## src/design/fetch_pkg.sv

```systemverilog
`default_nettype none

package fetch_pkg;

    typedef logic [31:0] addr_t;
    typedef logic [31:0] inst_t;
    typedef logic [5:0]  opcode_t;

    // branch class as seen by the predictor
    typedef enum logic [1:0] {
        br_none = 2'b00,
        // conditional branches and plain b
        br_cond = 2'b01,
        br_call = 2'b10,
        br_jirl = 2'b11
    } br_type_e;

    ////////////////////////////////////////////////////////////
    // major opcodes, inst[31:26]
    ////////////////////////////////////////////////////////////
    localparam opcode_t op_jirl = 6'h13;
    localparam opcode_t op_b    = 6'h14;
    localparam opcode_t op_bl   = 6'h15;
    localparam opcode_t op_beq  = 6'h16;
    localparam opcode_t op_bne  = 6'h17;
    localparam opcode_t op_blt  = 6'h18;
    localparam opcode_t op_bge  = 6'h19;
    localparam opcode_t op_bltu = 6'h1a;
    localparam opcode_t op_bgeu = 6'h1b;

    ////////////////////////////////////////////////////////////
    // stage payloads
    ////////////////////////////////////////////////////////////
    typedef struct packed {
        addr_t    pc;
        br_type_e pred_type;
        addr_t    pred_pc;
    } fetch_req_t;

    typedef struct packed {
        fetch_req_t req;
        inst_t      inst;
    } fetch_inst_t;

    typedef struct packed {
        addr_t    pc;
        inst_t    inst;
        br_type_e br_type;
        addr_t    next_pc;
    } fetch_out_t;

    // flush toward the front, also trains the btb
    typedef struct packed {
        logic     valid;
        addr_t    pc;
        br_type_e br_type;
        addr_t    target;
    } redirect_t;

endpackage

`default_nettype wire
```

## src/design/pre_decode_stage.sv

```systemverilog
`timescale 1ns/1ps
`default_nettype none

module pre_decode_stage
    import fetch_pkg::*;
(
    input  logic        clk,
    input  logic        rst_n,
    input  logic        inst_valid,
    output logic        inst_ready,
    input  fetch_inst_t inst_pkt,
    output redirect_t   redirect,
    output logic        out_valid,
    input  logic        out_ready,
    output fetch_out_t  out
);

    addr_t      pc;
    inst_t      inst;
    addr_t      pred_pc;
    opcode_t    opcode;
    br_type_e   dec_type;
    logic       is_cond;
    logic       is_b_bl;
    logic       is_jirl;
    addr_t      offset;
    addr_t      seq_pc;
    addr_t      static_target;
    logic       type_right;
    logic       target_right;
    logic       mispredict;
    addr_t      next_pc;
    logic       accept;
    logic       out_valid_q;
    fetch_out_t out_q;

    assign pc      = inst_pkt.req.pc;
    assign inst    = inst_pkt.inst;
    assign pred_pc = inst_pkt.req.pred_pc;
    assign opcode  = inst[31:26];

    ////////////////////////////////////////////////////////////
    // branch classification
    ////////////////////////////////////////////////////////////
    always_comb begin
        is_cond  = 1'b0;
        is_b_bl  = 1'b0;
        is_jirl  = 1'b0;
        dec_type = br_none;
        case (opcode)
            op_beq, op_bne, op_blt, op_bge, op_bltu, op_bgeu: begin
                is_cond  = 1'b1;
                dec_type = br_cond;
            end
            // b shares the conditional class
            op_b: begin
                is_b_bl  = 1'b1;
                dec_type = br_cond;
            end
            op_bl: begin
                is_b_bl  = 1'b1;
                dec_type = br_call;
            end
            op_jirl: begin
                is_jirl  = 1'b1;
                dec_type = br_jirl;
            end
            default: begin
                dec_type = br_none;
            end
        endcase
    end

    // offs16 in [25:10], offs26 split as {[9:0], [25:10]}
    always_comb begin
        if (is_cond || is_jirl) begin
            offset = {{14{inst[25]}}, inst[25:10], 2'b00};
        end else if (is_b_bl) begin
            offset = {{4{inst[9]}}, inst[9:0], inst[25:10], 2'b00};
        end else begin
            offset = 32'd4;
        end
    end

    assign seq_pc        = pc + 32'd4;
    assign static_target = pc + offset;

    ////////////////////////////////////////////////////////////
    // prediction check
    ////////////////////////////////////////////////////////////
    assign type_right   = (dec_type == inst_pkt.req.pred_type);
    assign target_right = (static_target == pred_pc);

    // jirl target is unknown here, so its prediction stands
    always_comb begin
        if (!type_right) begin
            mispredict = 1'b1;
        end else if (is_b_bl) begin
            mispredict = !target_right;
        end else if ((pred_pc == seq_pc) || is_jirl) begin
            mispredict = 1'b0;
        end else begin
            mispredict = !target_right;
        end
    end

    // static guess for a rejected conditional: backward taken
    always_comb begin
        if (is_b_bl) begin
            next_pc = static_target;
        end else if (is_jirl) begin
            next_pc = pred_pc;
        end else if (!mispredict) begin
            next_pc = pred_pc;
        end else if (static_target < pc) begin
            next_pc = static_target;
        end else begin
            next_pc = seq_pc;
        end
    end

    ////////////////////////////////////////////////////////////
    // redirect and output register
    ////////////////////////////////////////////////////////////
    assign inst_ready = !out_valid_q || out_ready;
    assign accept     = inst_valid && inst_ready;

    always_comb begin
        redirect.valid   = accept && mispredict;
        redirect.pc      = pc;
        redirect.br_type = dec_type;
        redirect.target  = next_pc;
    end

    always_ff @(posedge clk) begin
        if (accept) begin
            out_q.pc      <= pc;
            out_q.inst    <= inst;
            out_q.br_type <= dec_type;
            out_q.next_pc <= next_pc;
        end
    end

    always_ff @(posedge clk or negedge rst_n) begin
        if (!rst_n) begin
            out_valid_q <= 1'b0;
        end else if (accept) begin
            out_valid_q <= 1'b1;
        end else if (out_ready) begin
            out_valid_q <= 1'b0;
        end
    end

    assign out_valid = out_valid_q;
    assign out       = out_q;

endmodule

`default_nettype wire

```

## config.mk

```make
export PLATFORM = sky130hd
export DESIGN_NAME = pre_decode_stage
export DESIGN_NICKNAME = d
export VERILOG_FILES = /design/src/design/fetch_pkg.sv /design/src/design/pre_decode_stage.sv
export SDC_FILE = /design/constraint.sdc
export NUM_CORES = 1
export LEC_CHECK = 0
export BUFFER_PORTS_ARGS = -buffer_cell sky130_fd_sc_hd__buf_2
export CORE_ASPECT_RATIO = 1.4
export CORE_MARGIN = 4
export CORE_UTILIZATION = 55
export CTS_CLUSTER_DIAMETER = 60
export DETAILED_ROUTE_END_ITERATION = 6
export GPL_ROUTABILITY_DRIVEN = 1
export PLACE_DENSITY = 0.84
export SLEW_MARGIN = 10
export SYNTH_ARGS = -nofsm -noshare
export SYNTH_HDL_FRONTEND = slang
export SYNTH_SLANG_ARGS = --single-unit
```

## constraint.sdc

```tcl
create_clock -name clk -period 13.5 [get_ports clk]
set_input_delay 2.025 -clock clk [delete_from_list [all_inputs] [get_ports clk]]
set_output_delay 2.025 -clock clk [all_outputs]
set_load 0.05 [all_outputs]
```

==> results.md <==
* Status: completed
* Gate power share at 0.454
* Synth Instances at 957
* Switch Pwr at 521 uW
* Maximum clock path buffer count at 2
* Rel. slew slack at 0.153
* Clk pwr share at 0.222
* RSZ-0062 raised after global routing: no
* Combinational family with the most area after synthesis: compound AO/OA/AOI/OAI gates
* IO buf count at 268
* Hold path cells at 2
* Clk sinks at 99
* Mux cell area share after synthesis at 0.00601
* PwrDens at 112 nW/um^2
* Worst hold path type: flip-flop to flip-flop
* CP required at 11.48 ns
* Sw Ratio at 0.446
* Layout cell share with drive strength beyond 1 at 0.274
* Initial DRC count at 841
* Root Buffer: clkbuf_16
* Final GP Congestion at 0.992
* Synth cell count leaders: edfxtp_1 (98), inv_1 (70), xnor2_1 (70)
* Critical Path Source Type: input pin
* Starting Density at 0.566
* WL final at 30600 um
* Vias in the first global route at 8385
* Initial antenna violation count at 1
* Total design power at 1170 uW
* Clock-pin slew on the worst setup and hold paths at 0.08 ns
* CORE AREA at 15800 sq um
* Mapped Area at 8950 sq um
* Final nets at 1323
* Worst slew pin tran at 1.27 ns
* FF-to-FF End: out[57]
* Leak pwr at 0.00467 uW
* Cells on worst reg2reg path at 3
* Hpwl dp at 23800 um
* Crit Path Class: input pin to primary output
* Post-CTS Setup Inserts at 0
* Most common cell in the netlist: edfxtp_1
* Compound-Gate Fraction of Synth Area at 0.192
* Max Cap Viol at 0
* WL met1 at 11000 um
* Remaining DRCs at 0
* Post-CTS resize count at 0
* Setup crit end kind: primary output
* Fin crit share at 0.789
* DIE HEIGHT at 159 um
* WP data arrival at 8.62 ns
* Top routing layer in use: met5
* Max Fclk at 93.9 MHz
* Max VDD drop at 0.0721 mV
* CTS Buf Count at 9
* CTS tree: yes
* Grt total ovfl at 0
* Pins Over Slew Limit at 0
* Die width at 116 um
* Ant. Diodes at 0
* Largest net degree at the start of global routing at 52
* Endpoints failing setup at 0
* Crit-path max FO at 30
* Wire length per cell at 22.5 um
* Cts-stage hold buffer count at 0
* First-pass GRT wire length at 46400 um
* Register area share after synthesis at 0.332
* Setup TNS at 0 ns
* Met2 WL post-DR at 15100 um
* Leading area contributor after synthesis: edfxtp_1
* Final hold violations at 0
* I/O pin total at 269
* Top FF cell, synth: edfxtp_1
* Post-Synth XOR/XNOR Area at 0.119
* Clk_skew at 0.00705 ns
* #FFs+latches synth at 99
* Async S/R FF share, synth at 0.0101
* Min-delay src: out_valid
* Most area-consuming cells after synthesis: edfxtp_1 (33%), ha_1 (8.4%), xnor2_1 (6.8%)
* Fin crit period at 10.65 ns
* Site Rows at 54
* Reg power frac at 0.323
* Antenna viol nets, final at 0
* Clock latency at the later pin of the worst-skew pair at 0.36 ns
* Netlist cell types at 77
* Syn Area/Cell at 9.35 sq um
* CP Launch Point: inst_pkt[31]
* Share of the synthesized area in the top cell type at 0.329
* Worst reg2reg path startpoint: out_valid
* Reg-to-reg setup timing slack at 11.34 ns
* Yosys Warn Count at 0
* EDFF count, synth at 98
* Simple-gate portion of the synthesized area at 0.184
* Power Internal at 646 uW
* H-tree lvl count at 3
* Post-synthesis adder-cell area fraction at 0.0861
* GRT Total Usage at 0.322
* Met3 wire length at 2730 um
* Net count after synthesis at 1120
* DRT Pass-1 Iters at 6
* Die ar. at 18400 sq um
* Hold endpoint: out_valid
* Vias/cell at 6.46
* Layout area overhead at 16.3%
* Vias at 8791
==> worst max-delay path by stage <==
stage	end	slack, ns	cells past startpoint
after CTS	redirect[29]	2.48	25
final	redirect[29]	2.85	25
after floorplan	redirect[12]	4.04	29
after global placement	redirect[10]	2.63	25
after detailed placement	redirect[29]	2.51	25
after global routing	redirect[10]	2.36	25
==> state kept, by name, indices dropped and copies added, names as in the netlist <==
register / count
out: 98
out_valid: 1
==> power groups by stage <==
stage	combinational (uW)	sequential [uW]	clock (uW)
finish	530	377	259
global route	559	379	273
CTS	526	377	260
detailed placement	523	384	0
global placement	520	383	0
floorplan	307	468	0
==> critical path, cell delays in order <==
cell,delay [ns]
buf_2,0.10
nor2b_1,0.23
nand2_1,0.15
a21oi_2,0.56
nand2b_1,0.18
ha_1,0.26
fa_1,0.40
a21o_1,0.24
a221o_1,0.40
and3_1,0.23
nor2_1,0.31
o21ai_0,0.25
xnor2_1,0.30
inv_1,0.08
ha_1,0.30
a21o_1,0.16
a21o_1,0.16
a21oi_1,0.15
nor2b_1,0.06
o21ai_0,0.33
a21oi_1,0.14
nor3_2,0.30
a31oi_4,0.43
o211ai_1,0.54
buf_2,0.34
==> layer usage <==
| metal | vias up | GRT usage |
|---|---|---|
| li1 | 3961 | - |
| met2 | 548 | 0.540 |
| met1 | 4143 | 0.388 |
| met5 | - | 0 |
| met4 | 2 | 0.164 |
| met3 | 137 | 0.0624 |
==> stage by stage <==
stage	worst slack, ns	std cells	util	instance area, sq um	hold WS, ns
final	2.85	1361	0.658	10400	0.545
after global routing	2.36	1361	0.658	10400	0.591
after CTS	2.48	1361	0.658	10400	0.544
after detailed placement	2.51	1345	0.640	10100	0.525
after global placement	2.63	1345	0.640	10100	0.512
after floorplan	4.04	957	-	8950	1.18
==> cell families (layout without fill, tap and decap cells) <==
| logic type | count (synthesis) | in the layout |
|---|---|---|
| fa+ha+maj | 61 | 61 |
| simple gates | 291 | 291 |
| compound gates | 239 | 239 |
| flops | 99 | 99 |
| xor+xnor | 110 | 110 |
| mux | 5 | 5 |
| buf+inv | 152 | 360 |
==> cell usage in the layout, fill, tap and decap left out, drive strengths merged, types with 21 or more instances in the layout <==
master,instances
a21o,31
a21oi,54
and2,23
buf,274
edfxtp,98
ha,60
inv,73
nand2,48
nand3,38
nand4,21
nor2,40
nor3,37
nor4,21
o211ai,29
o21ai,27
o221ai,25
xnor2,72
xor2,32
==> area by class of cell <==
type	count	area (sq um)
multi-input combinational	706	5260
sequential	99	2970
timing repair buffer	274	1390
clock buffer	11	243
fill	1378	5400
tap	196	245
clock inverter	5	45.0
inverter	70	263
No activity file was read; power rests on OpenSTA's default activity.
