[src/design/fetch_pkg.sv]
`default_nettype none

package fetch_pkg;

    typedef logic [31:0] addr_t;
    typedef logic [31:0] inst_t;
    typedef logic [5:0]  opcode_t;

    // branch class as seen by the predictor
    typedef enum logic [1:0] {
        br_none = 2'b00,
        // conditional branches and plain b
        br_cond = 2'b01,
        br_call = 2'b10,
        br_jirl = 2'b11
    } br_type_e;

    ////////////////////////////////////////////////////////////
    // major opcodes, inst[31:26]
    ////////////////////////////////////////////////////////////
    localparam opcode_t op_jirl = 6'h13;
    localparam opcode_t op_b    = 6'h14;
    localparam opcode_t op_bl   = 6'h15;
    localparam opcode_t op_beq  = 6'h16;
    localparam opcode_t op_bne  = 6'h17;
    localparam opcode_t op_blt  = 6'h18;
    localparam opcode_t op_bge  = 6'h19;
    localparam opcode_t op_bltu = 6'h1a;
    localparam opcode_t op_bgeu = 6'h1b;

    ////////////////////////////////////////////////////////////
    // stage payloads
    ////////////////////////////////////////////////////////////
    typedef struct packed {
        addr_t    pc;
        br_type_e pred_type;
        addr_t    pred_pc;
    } fetch_req_t;

    typedef struct packed {
        fetch_req_t req;
        inst_t      inst;
    } fetch_inst_t;

    typedef struct packed {
        addr_t    pc;
        inst_t    inst;
        br_type_e br_type;
        addr_t    next_pc;
    } fetch_out_t;

    // flush toward the front, also trains the btb
    typedef struct packed {
        logic     valid;
        addr_t    pc;
        br_type_e br_type;
        addr_t    target;
    } redirect_t;

endpackage

`default_nettype wire
[src/design/pc_gen_stage.sv]
`timescale 1ns/1ps
`default_nettype none

module pc_gen_stage
    import fetch_pkg::*;
#(
    parameter addr_t RESET_PC    = 32'h1c00_0000,
    parameter int    BTB_ENTRIES = 16
) (
    input  logic       clk,
    input  logic       rst_n,
    input  logic       hold,
    input  redirect_t  redirect,
    output logic       req_valid,
    input  logic       req_ready,
    output fetch_req_t req
);

    localparam int IDX_W = $clog2(BTB_ENTRIES);
    localparam int TAG_W = 30 - IDX_W;

    typedef logic [IDX_W-1:0] btb_idx_t;
    typedef logic [TAG_W-1:0] btb_tag_t;

    typedef struct packed {
        btb_tag_t tag;
        br_type_e br_type;
        addr_t    target;
    } btb_entry_t;

    addr_t pc_q;
    addr_t pc_next;
    logic  valid_q;

    logic [BTB_ENTRIES-1:0] btb_valid;
    btb_entry_t             btb_mem [BTB_ENTRIES];

    btb_idx_t   rd_idx;
    btb_tag_t   rd_tag;
    btb_entry_t rd_entry;
    logic       btb_hit;
    btb_idx_t   wr_idx;

    ////////////////////////////////////////////////////////////
    // btb lookup on the current pc
    ////////////////////////////////////////////////////////////
    assign rd_idx   = pc_q[IDX_W+1:2];
    assign rd_tag   = pc_q[31:IDX_W+2];
    assign rd_entry = btb_mem[rd_idx];
    assign btb_hit  = btb_valid[rd_idx] && (rd_entry.tag == rd_tag);

    // miss falls back to sequential fetch
    always_comb begin
        req.pc        = pc_q;
        req.pred_type = btb_hit ? rd_entry.br_type : br_none;
        req.pred_pc   = btb_hit ? rd_entry.target : pc_q + 32'd4;
    end

    assign req_valid = valid_q && !hold;

    ////////////////////////////////////////////////////////////
    // pc register
    ////////////////////////////////////////////////////////////
    // redirect wins over the prediction and drops the current request
    always_comb begin
        if (redirect.valid) begin
            pc_next = redirect.target;
        end else if (req_valid && req_ready) begin
            pc_next = req.pred_pc;
        end else begin
            pc_next = pc_q;
        end
    end

    // parked at the reset vector while the rom is loaded
    always_ff @(posedge clk or negedge rst_n) begin
        if (!rst_n) begin
            pc_q    <= RESET_PC;
            valid_q <= 1'b0;
        end else if (hold) begin
            pc_q    <= RESET_PC;
            valid_q <= 1'b0;
        end else begin
            pc_q    <= pc_next;
            valid_q <= 1'b1;
        end
    end

    ////////////////////////////////////////////////////////////
    // btb update from the redirect
    ////////////////////////////////////////////////////////////
    assign wr_idx = redirect.pc[IDX_W+1:2];

    always_ff @(posedge clk or negedge rst_n) begin
        if (!rst_n) begin
            btb_valid <= '0;
        end else if (redirect.valid) begin
            btb_valid[wr_idx] <= 1'b1;
        end
    end

    always_ff @(posedge clk) begin
        if (redirect.valid) begin
            btb_mem[wr_idx].tag     <= redirect.pc[31:IDX_W+2];
            btb_mem[wr_idx].br_type <= redirect.br_type;
            btb_mem[wr_idx].target  <= redirect.target;
        end
    end

endmodule

`default_nettype wire

[config.mk]
export PLATFORM = sky130hd
export DESIGN_NAME = pc_gen_stage
export DESIGN_NICKNAME = d
export VERILOG_FILES = /design/src/design/fetch_pkg.sv /design/src/design/pc_gen_stage.sv
export SDC_FILE = /design/constraint.sdc
export NUM_CORES = 1
export LEC_CHECK = 0
export BUFFER_PORTS_ARGS = -buffer_cell sky130_fd_sc_hd__buf_4
export CORE_MARGIN = 2
export CORE_UTILIZATION = 45
export DETAILED_ROUTE_END_ITERATION = 8
export SKIP_LAST_GASP = 1
export SYNTH_ARGS = -nofsm -noshare
export SYNTH_HDL_FRONTEND = slang
export SYNTH_SLANG_ARGS = --single-unit
[constraint.sdc]
create_clock -name clk -period 7.88 [get_ports clk]
set_clock_uncertainty 0.2 [all_clocks]
set_input_delay 1.182 -clock clk [delete_from_list [all_inputs] [get_ports clk]]
set_output_delay 1.182 -clock clk [all_outputs]
set_load 0.02 [all_outputs]
==> metrics.cfg, run 1 <==
[detailed_routing]
drtIter0Drc=2249
totalWireLength_mm=108
wl_met2_mm=52.3
route.detailed.drc=0
ant_nets=0
wl_met3_mm=7.57
firstDrtPassIters=6
vias=20900
vias_per_cell=6.10
highest_layer=met5
wl_met1_mm=45.1
wl_per_cell_um=31.6

[synth]
synthAdderAreaFrac=0.000307
yosys_warnings=0
synth.area.top_cells=edfxtp_1 (71%), mux4_2 (13%), dfrtp_1 (2.8%)
synthMuxAreaShare=0.169
synth_cells=1969
synth_compound_area_frac=0.0362
syn_area_per_cell_um2=20.7
ys.flop_type=edfxtp_1
yosysUniqueCellTypes=76
syn_area_um2=40700
synthArstFlopShare=0.0486
synth_largest_area_cell=edfxtp_1
ys_seq_elements=1009
synth_top_family_by_area=multiplexers
yosys.area_share.simple=0.0297
synth_top_area_frac=0.708
syn_nets=2041
yosys.area_share.xor_xnor=0.00839
synth_edf_count=960
seq_area_frac_synth=0.738

[power_and_ir_drop]
ir_drop_v=0.000233
p_leak_nw=15.0
p_per_area_nw_per_um2=262

[worst_setup_path]
cp.arrival_ns=5.85
startpoint=pc_q[2]$_DFFE_PN0P_
critPathKind=reg -> out
worst-path-max-fanout=41
r2r_start=pc_q[2]$_DFFE_PN0P_
crit_path_end_kind=output port
critPathRequiredTime_ns=6.50
ff2ff_path_depth=11
start_kind=flop

[placed_design]
hpwl_mm=62.7
routabilityCongestion=0.878
io_buffers=135
postPlaceCellArea_um2=43200

[floorplanning]
die_h_um=305
core-area_um2=89900
initial_core_util=0.453
die_area_um2=92900
boundaryPins=138
fp.dieW_um=305
rows=110

[sta]
maxSlewViolCount=0
fmax_mhz=138
worst_slew_pin_slew_ns=1.17
fin_setup_tns_ns=0
period_minus_slack_ns=7.23
setup_viol=0
fin_crit_sh=0.918
grt_setup_unrepaired=no
slew_headroom=0.216
final-hold-violation-count=0

[cells_and_area]
drive_above_1_share=0.302
multi_input_area_um2=10100
design_area_um2=46600
regArea_um2=30100
final_common_cell=edfxtp_1
n_fill_cell=7109
most-common-layout-cells=edfxtp_1 (960), mux4_2 (234), buf_4 (198)
area_growth_pct=14.3
num-nets-final=2232
fin_util=0.518

[cts]
post-cts-setup-buffers=0
cts.clk_slew.worst_paths_ns=0.06
clock_path_buffers=3
cts-root-buf=clkbuf_16
hold_buffers=0
clk_latency_ns=0.69
cts_tree=built
numCtsBuffers=105
htreeDepth=3
cts_sinks=1009
cts_resized=0

[grt]
grt-ovfl-total=0
grt_pass1_vias=21500
grt_pass1_wl_mm=155
grt_usage=0.234
grt_max_degree=97
antenna_found_initial=8

[flow_run]
drv_cap=0

[worst_hold_path]
min_path_cells=1
hp-class=reg -> reg
min_from=btb_valid[9]$_DFFE_PN0P_

[outcome]
outcome=completed

Yosys cell counts, types with 8 or more instances:
cell type,number
a21oi_1,10
a22oi_1,53
a31oi_1,11
buf_1,9
buf_2,29
buf_6,18
clkbuf_1,48
dfrtp_1,46
edfxtp_1,960
inv_1,19
mux2_2,13
mux2_4,31
mux2i_1,80
mux4_1,8
mux4_2,234
nand2_1,45
nand3_1,24
nand4_1,8
nor2_1,45
nor2b_1,12
nor3_1,28
o21ai_0,8
o22ai_1,15
o2bb2ai_1,27
or2_2,18
xnor2_1,28
xor2_1,11
report_power, final:
group	internal, mW	leakage [nW]	switching, mW
Clock	2.77	1.66	2.07
Sequential	6.00	9.26	0.108
Combinational	0.555	4.11	0.691
Total	9.33	15.0	2.87
kinds of logic after synthesis:
kind of cell / count (synthesis)
compound gates: 189
fa+ha+maj: 1
xor+xnor: 39
simple gates: 231
mux: 366
flops: 1009
buf+inv: 134
path summary, 6_finish.rpt:
path / to / slack (ns)
max reg2reg: pc_q[5]$_DFFE_PN0P_ / 2.33
min in group asynchronous: pc_q[0]$_DFFE_PN0P_ / 0.32
max: req[15] / 0.65
max in group asynchronous: pc_q[5]$_DFFE_PN0P_ / 6.56
min: btb_valid[9]$_DFFE_PN0P_ / 0.26
min reg2reg: btb_valid[9]$_DFFE_PN0P_ / 0.26
worst max-delay path, stage by stage, from the launching register on:
cell	delay (ns)
dfrtp_4	1.01
buf_4	0.35
mux4_1	0.59
a22o_1	0.26
a221oi_2	0.28
xnor2_1	0.26
or2_0	0.30
nor4b_2	0.34
nand4b_4	0.61
buf_4	0.50
mux2_4	0.38
buf_4	0.17
flip-flops by register name (all words and copies together) (netlist names):
register / count
btb_mem: 960
btb_valid: 16
pc_q: 32
valid_q: 1
metal layers:
metal / track usage / up-vias
li1: - / 8640
met1: 0.327 / 11200
met2: 0.374 / 838
met3: 0.0442 / 177
met4: 0.0738 / 4
met5: 0 / -
layout make-up:
| cell class | count | area share |
|---|---|---|
| multi-input combinational | 826 | 0.216 |
| clock buffer | 127 | 0.0587 |
| inverter | 19 | 0.00156 |
| sequential | 1009 | 0.646 |
| antenna | 1 | 0.0000537 |
| tap | 1176 | 0.0316 |
| timing repair buffer | 199 | 0.0324 |
| clock inverter | 68 | 0.0137 |
metrics by stage:
step	total power [mW]	hold slack [ns]	worst slack [ns]	cells
6_report	12.2	0.261	0.646	3425
5_1_grt	12.6	0.277	0.414	3425
4_1_cts	12.3	0.262	0.593	3424
3_5_place_dp	7.48	0.248	1.33	3229
3_3_place_gp	7.46	0.245	1.40	3229
2_1_floorplan	7.01	0.234	1.30	1969
(Power assumes the default switching activity.)
==> run 2, diff against run 1 <==
--- a/config.mk
+++ b/config.mk
@@ -9,6 +9,7 @@
 export CORE_MARGIN = 2
 export CORE_UTILIZATION = 45
 export DETAILED_ROUTE_END_ITERATION = 8
+export GPL_TIMING_DRIVEN = 0
 export SKIP_LAST_GASP = 1
 export SYNTH_ARGS = -nofsm -noshare
 export SYNTH_HDL_FRONTEND = slang
==> run 2 against run 1 <==
  * Non-clock buffer count up 120
  * Routed wire length up 11%
  * Clock power up 6.4%
  * Largest cell class unchanged
  * Highest routed layer unchanged
  * Design area up 3.3%
  * Critical endpoint is now req[0]
==> metrics.cfg, run 2 (synthesis results as in run 1) <==
[outcome]
outcome=completed

[cts]
cts_sinks=1009  ; unchanged
clock_path_buffers=3  ; unchanged
clk_latency_ns=0.69  ; about the same
numCtsBuffers=103  ; -1.9%
cts_resized=0  ; unchanged
hold_buffers=0  ; unchanged
post-cts-setup-buffers=0  ; unchanged
cts-root-buf=clkbuf_16
cts.clk_slew.worst_paths_ns=0.06  ; about the same
cts_tree=built
htreeDepth=3  ; unchanged

[floorplanning]
initial_core_util=0.453  ; unchanged
fp.dieW_um=305  ; unchanged
boundaryPins=138  ; unchanged
die_area_um2=92900  ; unchanged
core-area_um2=89900  ; unchanged
die_h_um=305  ; unchanged
rows=110  ; unchanged

[cells_and_area]
most-common-layout-cells=edfxtp_1 (960), mux4_2 (234), buf_4 (144)
drive_above_1_share=0.319  ; +0.0172
layoutNonFillerInstCount=3544  ; +3.5%
top_regs=btb_mem: 960 flops, pc_q: 32 flops, btb_valid: 16 flops
fin_util=0.535  ; +0.0170
largest_reg_flops=960  ; unchanged
num-nets-final=2350  ; +5.3%
final_common_cell=edfxtp_1
area_growth_pct=18.0
design_area_um2=48100  ; +3.3%
largest-register=btb_mem

[worst_hold_path]
min_path_cells=1  ; unchanged
hp-class=reg -> reg
holdPathEnd=btb_valid[9]$_DFFE_PN0P_
min_from=btb_valid[9]$_DFFE_PN0P_

[detailed_routing]
vias_per_cell=6.16  ; +0.99%
drtIter0Drc=2584  ; +15%
route.detailed.drc=0  ; unchanged
ant_nets=0  ; unchanged
vias=21800  ; +4.5%
wl_per_cell_um=33.8  ; +6.9%
totalWireLength_mm=120  ; +11%
firstDrtPassIters=7  ; +1

[worst_setup_path]
cp_num_buf_inv=7  ; +4
critPathKind=reg -> out
worst-path-max-fanout=10  ; -76%
critPathMaxStageDelay_ns=0.66  ; -0.35 ns
cpMaxStageDelayCell=a2111oi_0
critPathRequiredTime_ns=6.50  ; about the same
critPathTopFamily=buffers and inverters
r2r-end=pc_q[4]$_DFFE_PN0P_
start_kind=flop
reg2reg_slack_ns=2.55  ; +0.22 ns
r2r_start=pc_q[4]$_DFFE_PN0P_
cp_common_cell=buf_2
crit_path_end_kind=output port
cp.arrival_ns=5.72  ; -0.13 ns
path_cells=buf_2 -> inv_1 -> buf_2 -> buf_2 -> mux2i_1 -> nor2_1 -> a2111oi_0 -> a31oi_1 -> nor3b_1 -> nand4b_2 -> buf_6 -> buf_6 -> mux2_4 -> buf_4
ff2ff_path_depth=13  ; +2

[grt]
grt_max_degree=50  ; -48%
grt_pass1_vias=22300  ; +3.3%
grt_usage=0.259  ; +0.0253
grt_pass1_wl_mm=169  ; +9.1%
grt-ovfl-total=0  ; unchanged
antenna_found_initial=7  ; -1

[sta]
fin_crit_sh=0.901  ; -0.0167
grt_setup_unrepaired=no
period_minus_slack_ns=7.10  ; -0.132 ns
worst_slew_pin_slew_ns=1.28  ; +0.117 ns
fin_setup_tns_ns=0  ; unchanged
final-hold-violation-count=0  ; unchanged
fmax_mhz=141  ; +1.9%
maxSlewViolCount=0  ; unchanged
slew_headroom=0.145  ; -0.0706
setup_viol=0  ; unchanged

[placed_design]
hpwl_mm=83.0  ; +32%
io_buffers=134  ; -0.74%
dp_cells=3349  ; +3.7%
postPlaceCellArea_um2=44500  ; +3.0%
routabilityCongestion=0.926  ; +5.5%

[power_and_ir_drop]
p_per_area_nw_per_um2=263  ; +0.42%
p_leak_nw=15.7  ; +4.3%
ir_drop_v=0.000250  ; +7.6%
finalPower_mw=12.7  ; +3.7%

[flow_run]
drv_cap=0  ; unchanged

==> run 2: changes by cell type in the layout (fill, tap and decap cells not counted), sizes merged <==
| cell | delta |
|---|---|
| clkbuf | +47 |
| clkinvlp | +8 |
| diode | +2 |
| clkinv | -19 |
| bufinv | +9 |
| buf | +71 |
| inv | +1 |
==> run 2: layer usage <==
| metal | GRT usage | vias to the layer above | routed length (um) |
|---|---|---|---|
| li1 | - | 8900 | - |
| met1 | 0.359 | 11800 | 49100 |
| met2 | 0.425 | 981 | 58700 |
| met3 | 0.0469 | 186 | 8470 |
| met4 | 0.0723 | 6 | 3310 |
| met5 | 0 | - | 40 |
==> run 2: worst reg2reg max path, cell delays in order, from the launching register on <==
cell and delay [ns]:
dfrtp_1 0.57, buf_2 0.30, inv_1 0.18, buf_2 0.43, buf_2 0.55, mux2i_1 0.61
nor2_1 0.08, a2111oi_0 0.66, a31oi_1 0.23, nor3b_1 0.29, nand4b_2 0.26, buf_6 0.27
mux2_4 0.37, o2bb2ai_1 0.18
==> run 2: how the worst max path moves through the flow <==
stage	slack (ns)	to	cells past startpoint	startpoint
after floorplan	1.30	btb_valid[0]$_DFFE_PN0P_	3	redirect[37]
after global placement	-5.87	btb_valid[2]$_DFFE_PN0P_	5	redirect[66]
after detailed placement	1.55	req[0]	14	pc_q[4]$_DFFE_PN0P_
after CTS	0.78	req[0]	14	pc_q[4]$_DFFE_PN0P_
after global routing	0.63	req[33]	12	pc_q[4]$_DFFE_PN0P_
final	0.78	req[0]	14	pc_q[4]$_DFFE_PN0P_
==> run 2: stage by stage <==
stage	hold WS (ns)	worst slack, ns
after floorplan	0.234	1.30
after global placement	0.245	-5.87
after detailed placement	0.254	1.55
after CTS	0.269	0.778
after global routing	0.283	0.634
final	0.268	0.778
==> run 2: power breakdown <==
group,internal [mW],switching (mW),leakage [nW],total [mW]
Clock,3.06,2.09,1.74,5.15
Sequential,6.00,0.0656,9.26,6.07
Combinational,0.593,0.842,4.66,1.43
==> run 2: final cells by class <==
type	count	area, um2
tap	1176	1470
buffer	115	674
clock inverter	67	866
clock buffer	125	2720
antenna	3	7.51
fill	7003	41800
multi-input combinational	826	10000
timing repair buffer	204	2170
sequential	1009	30100
inverter	19	71.3
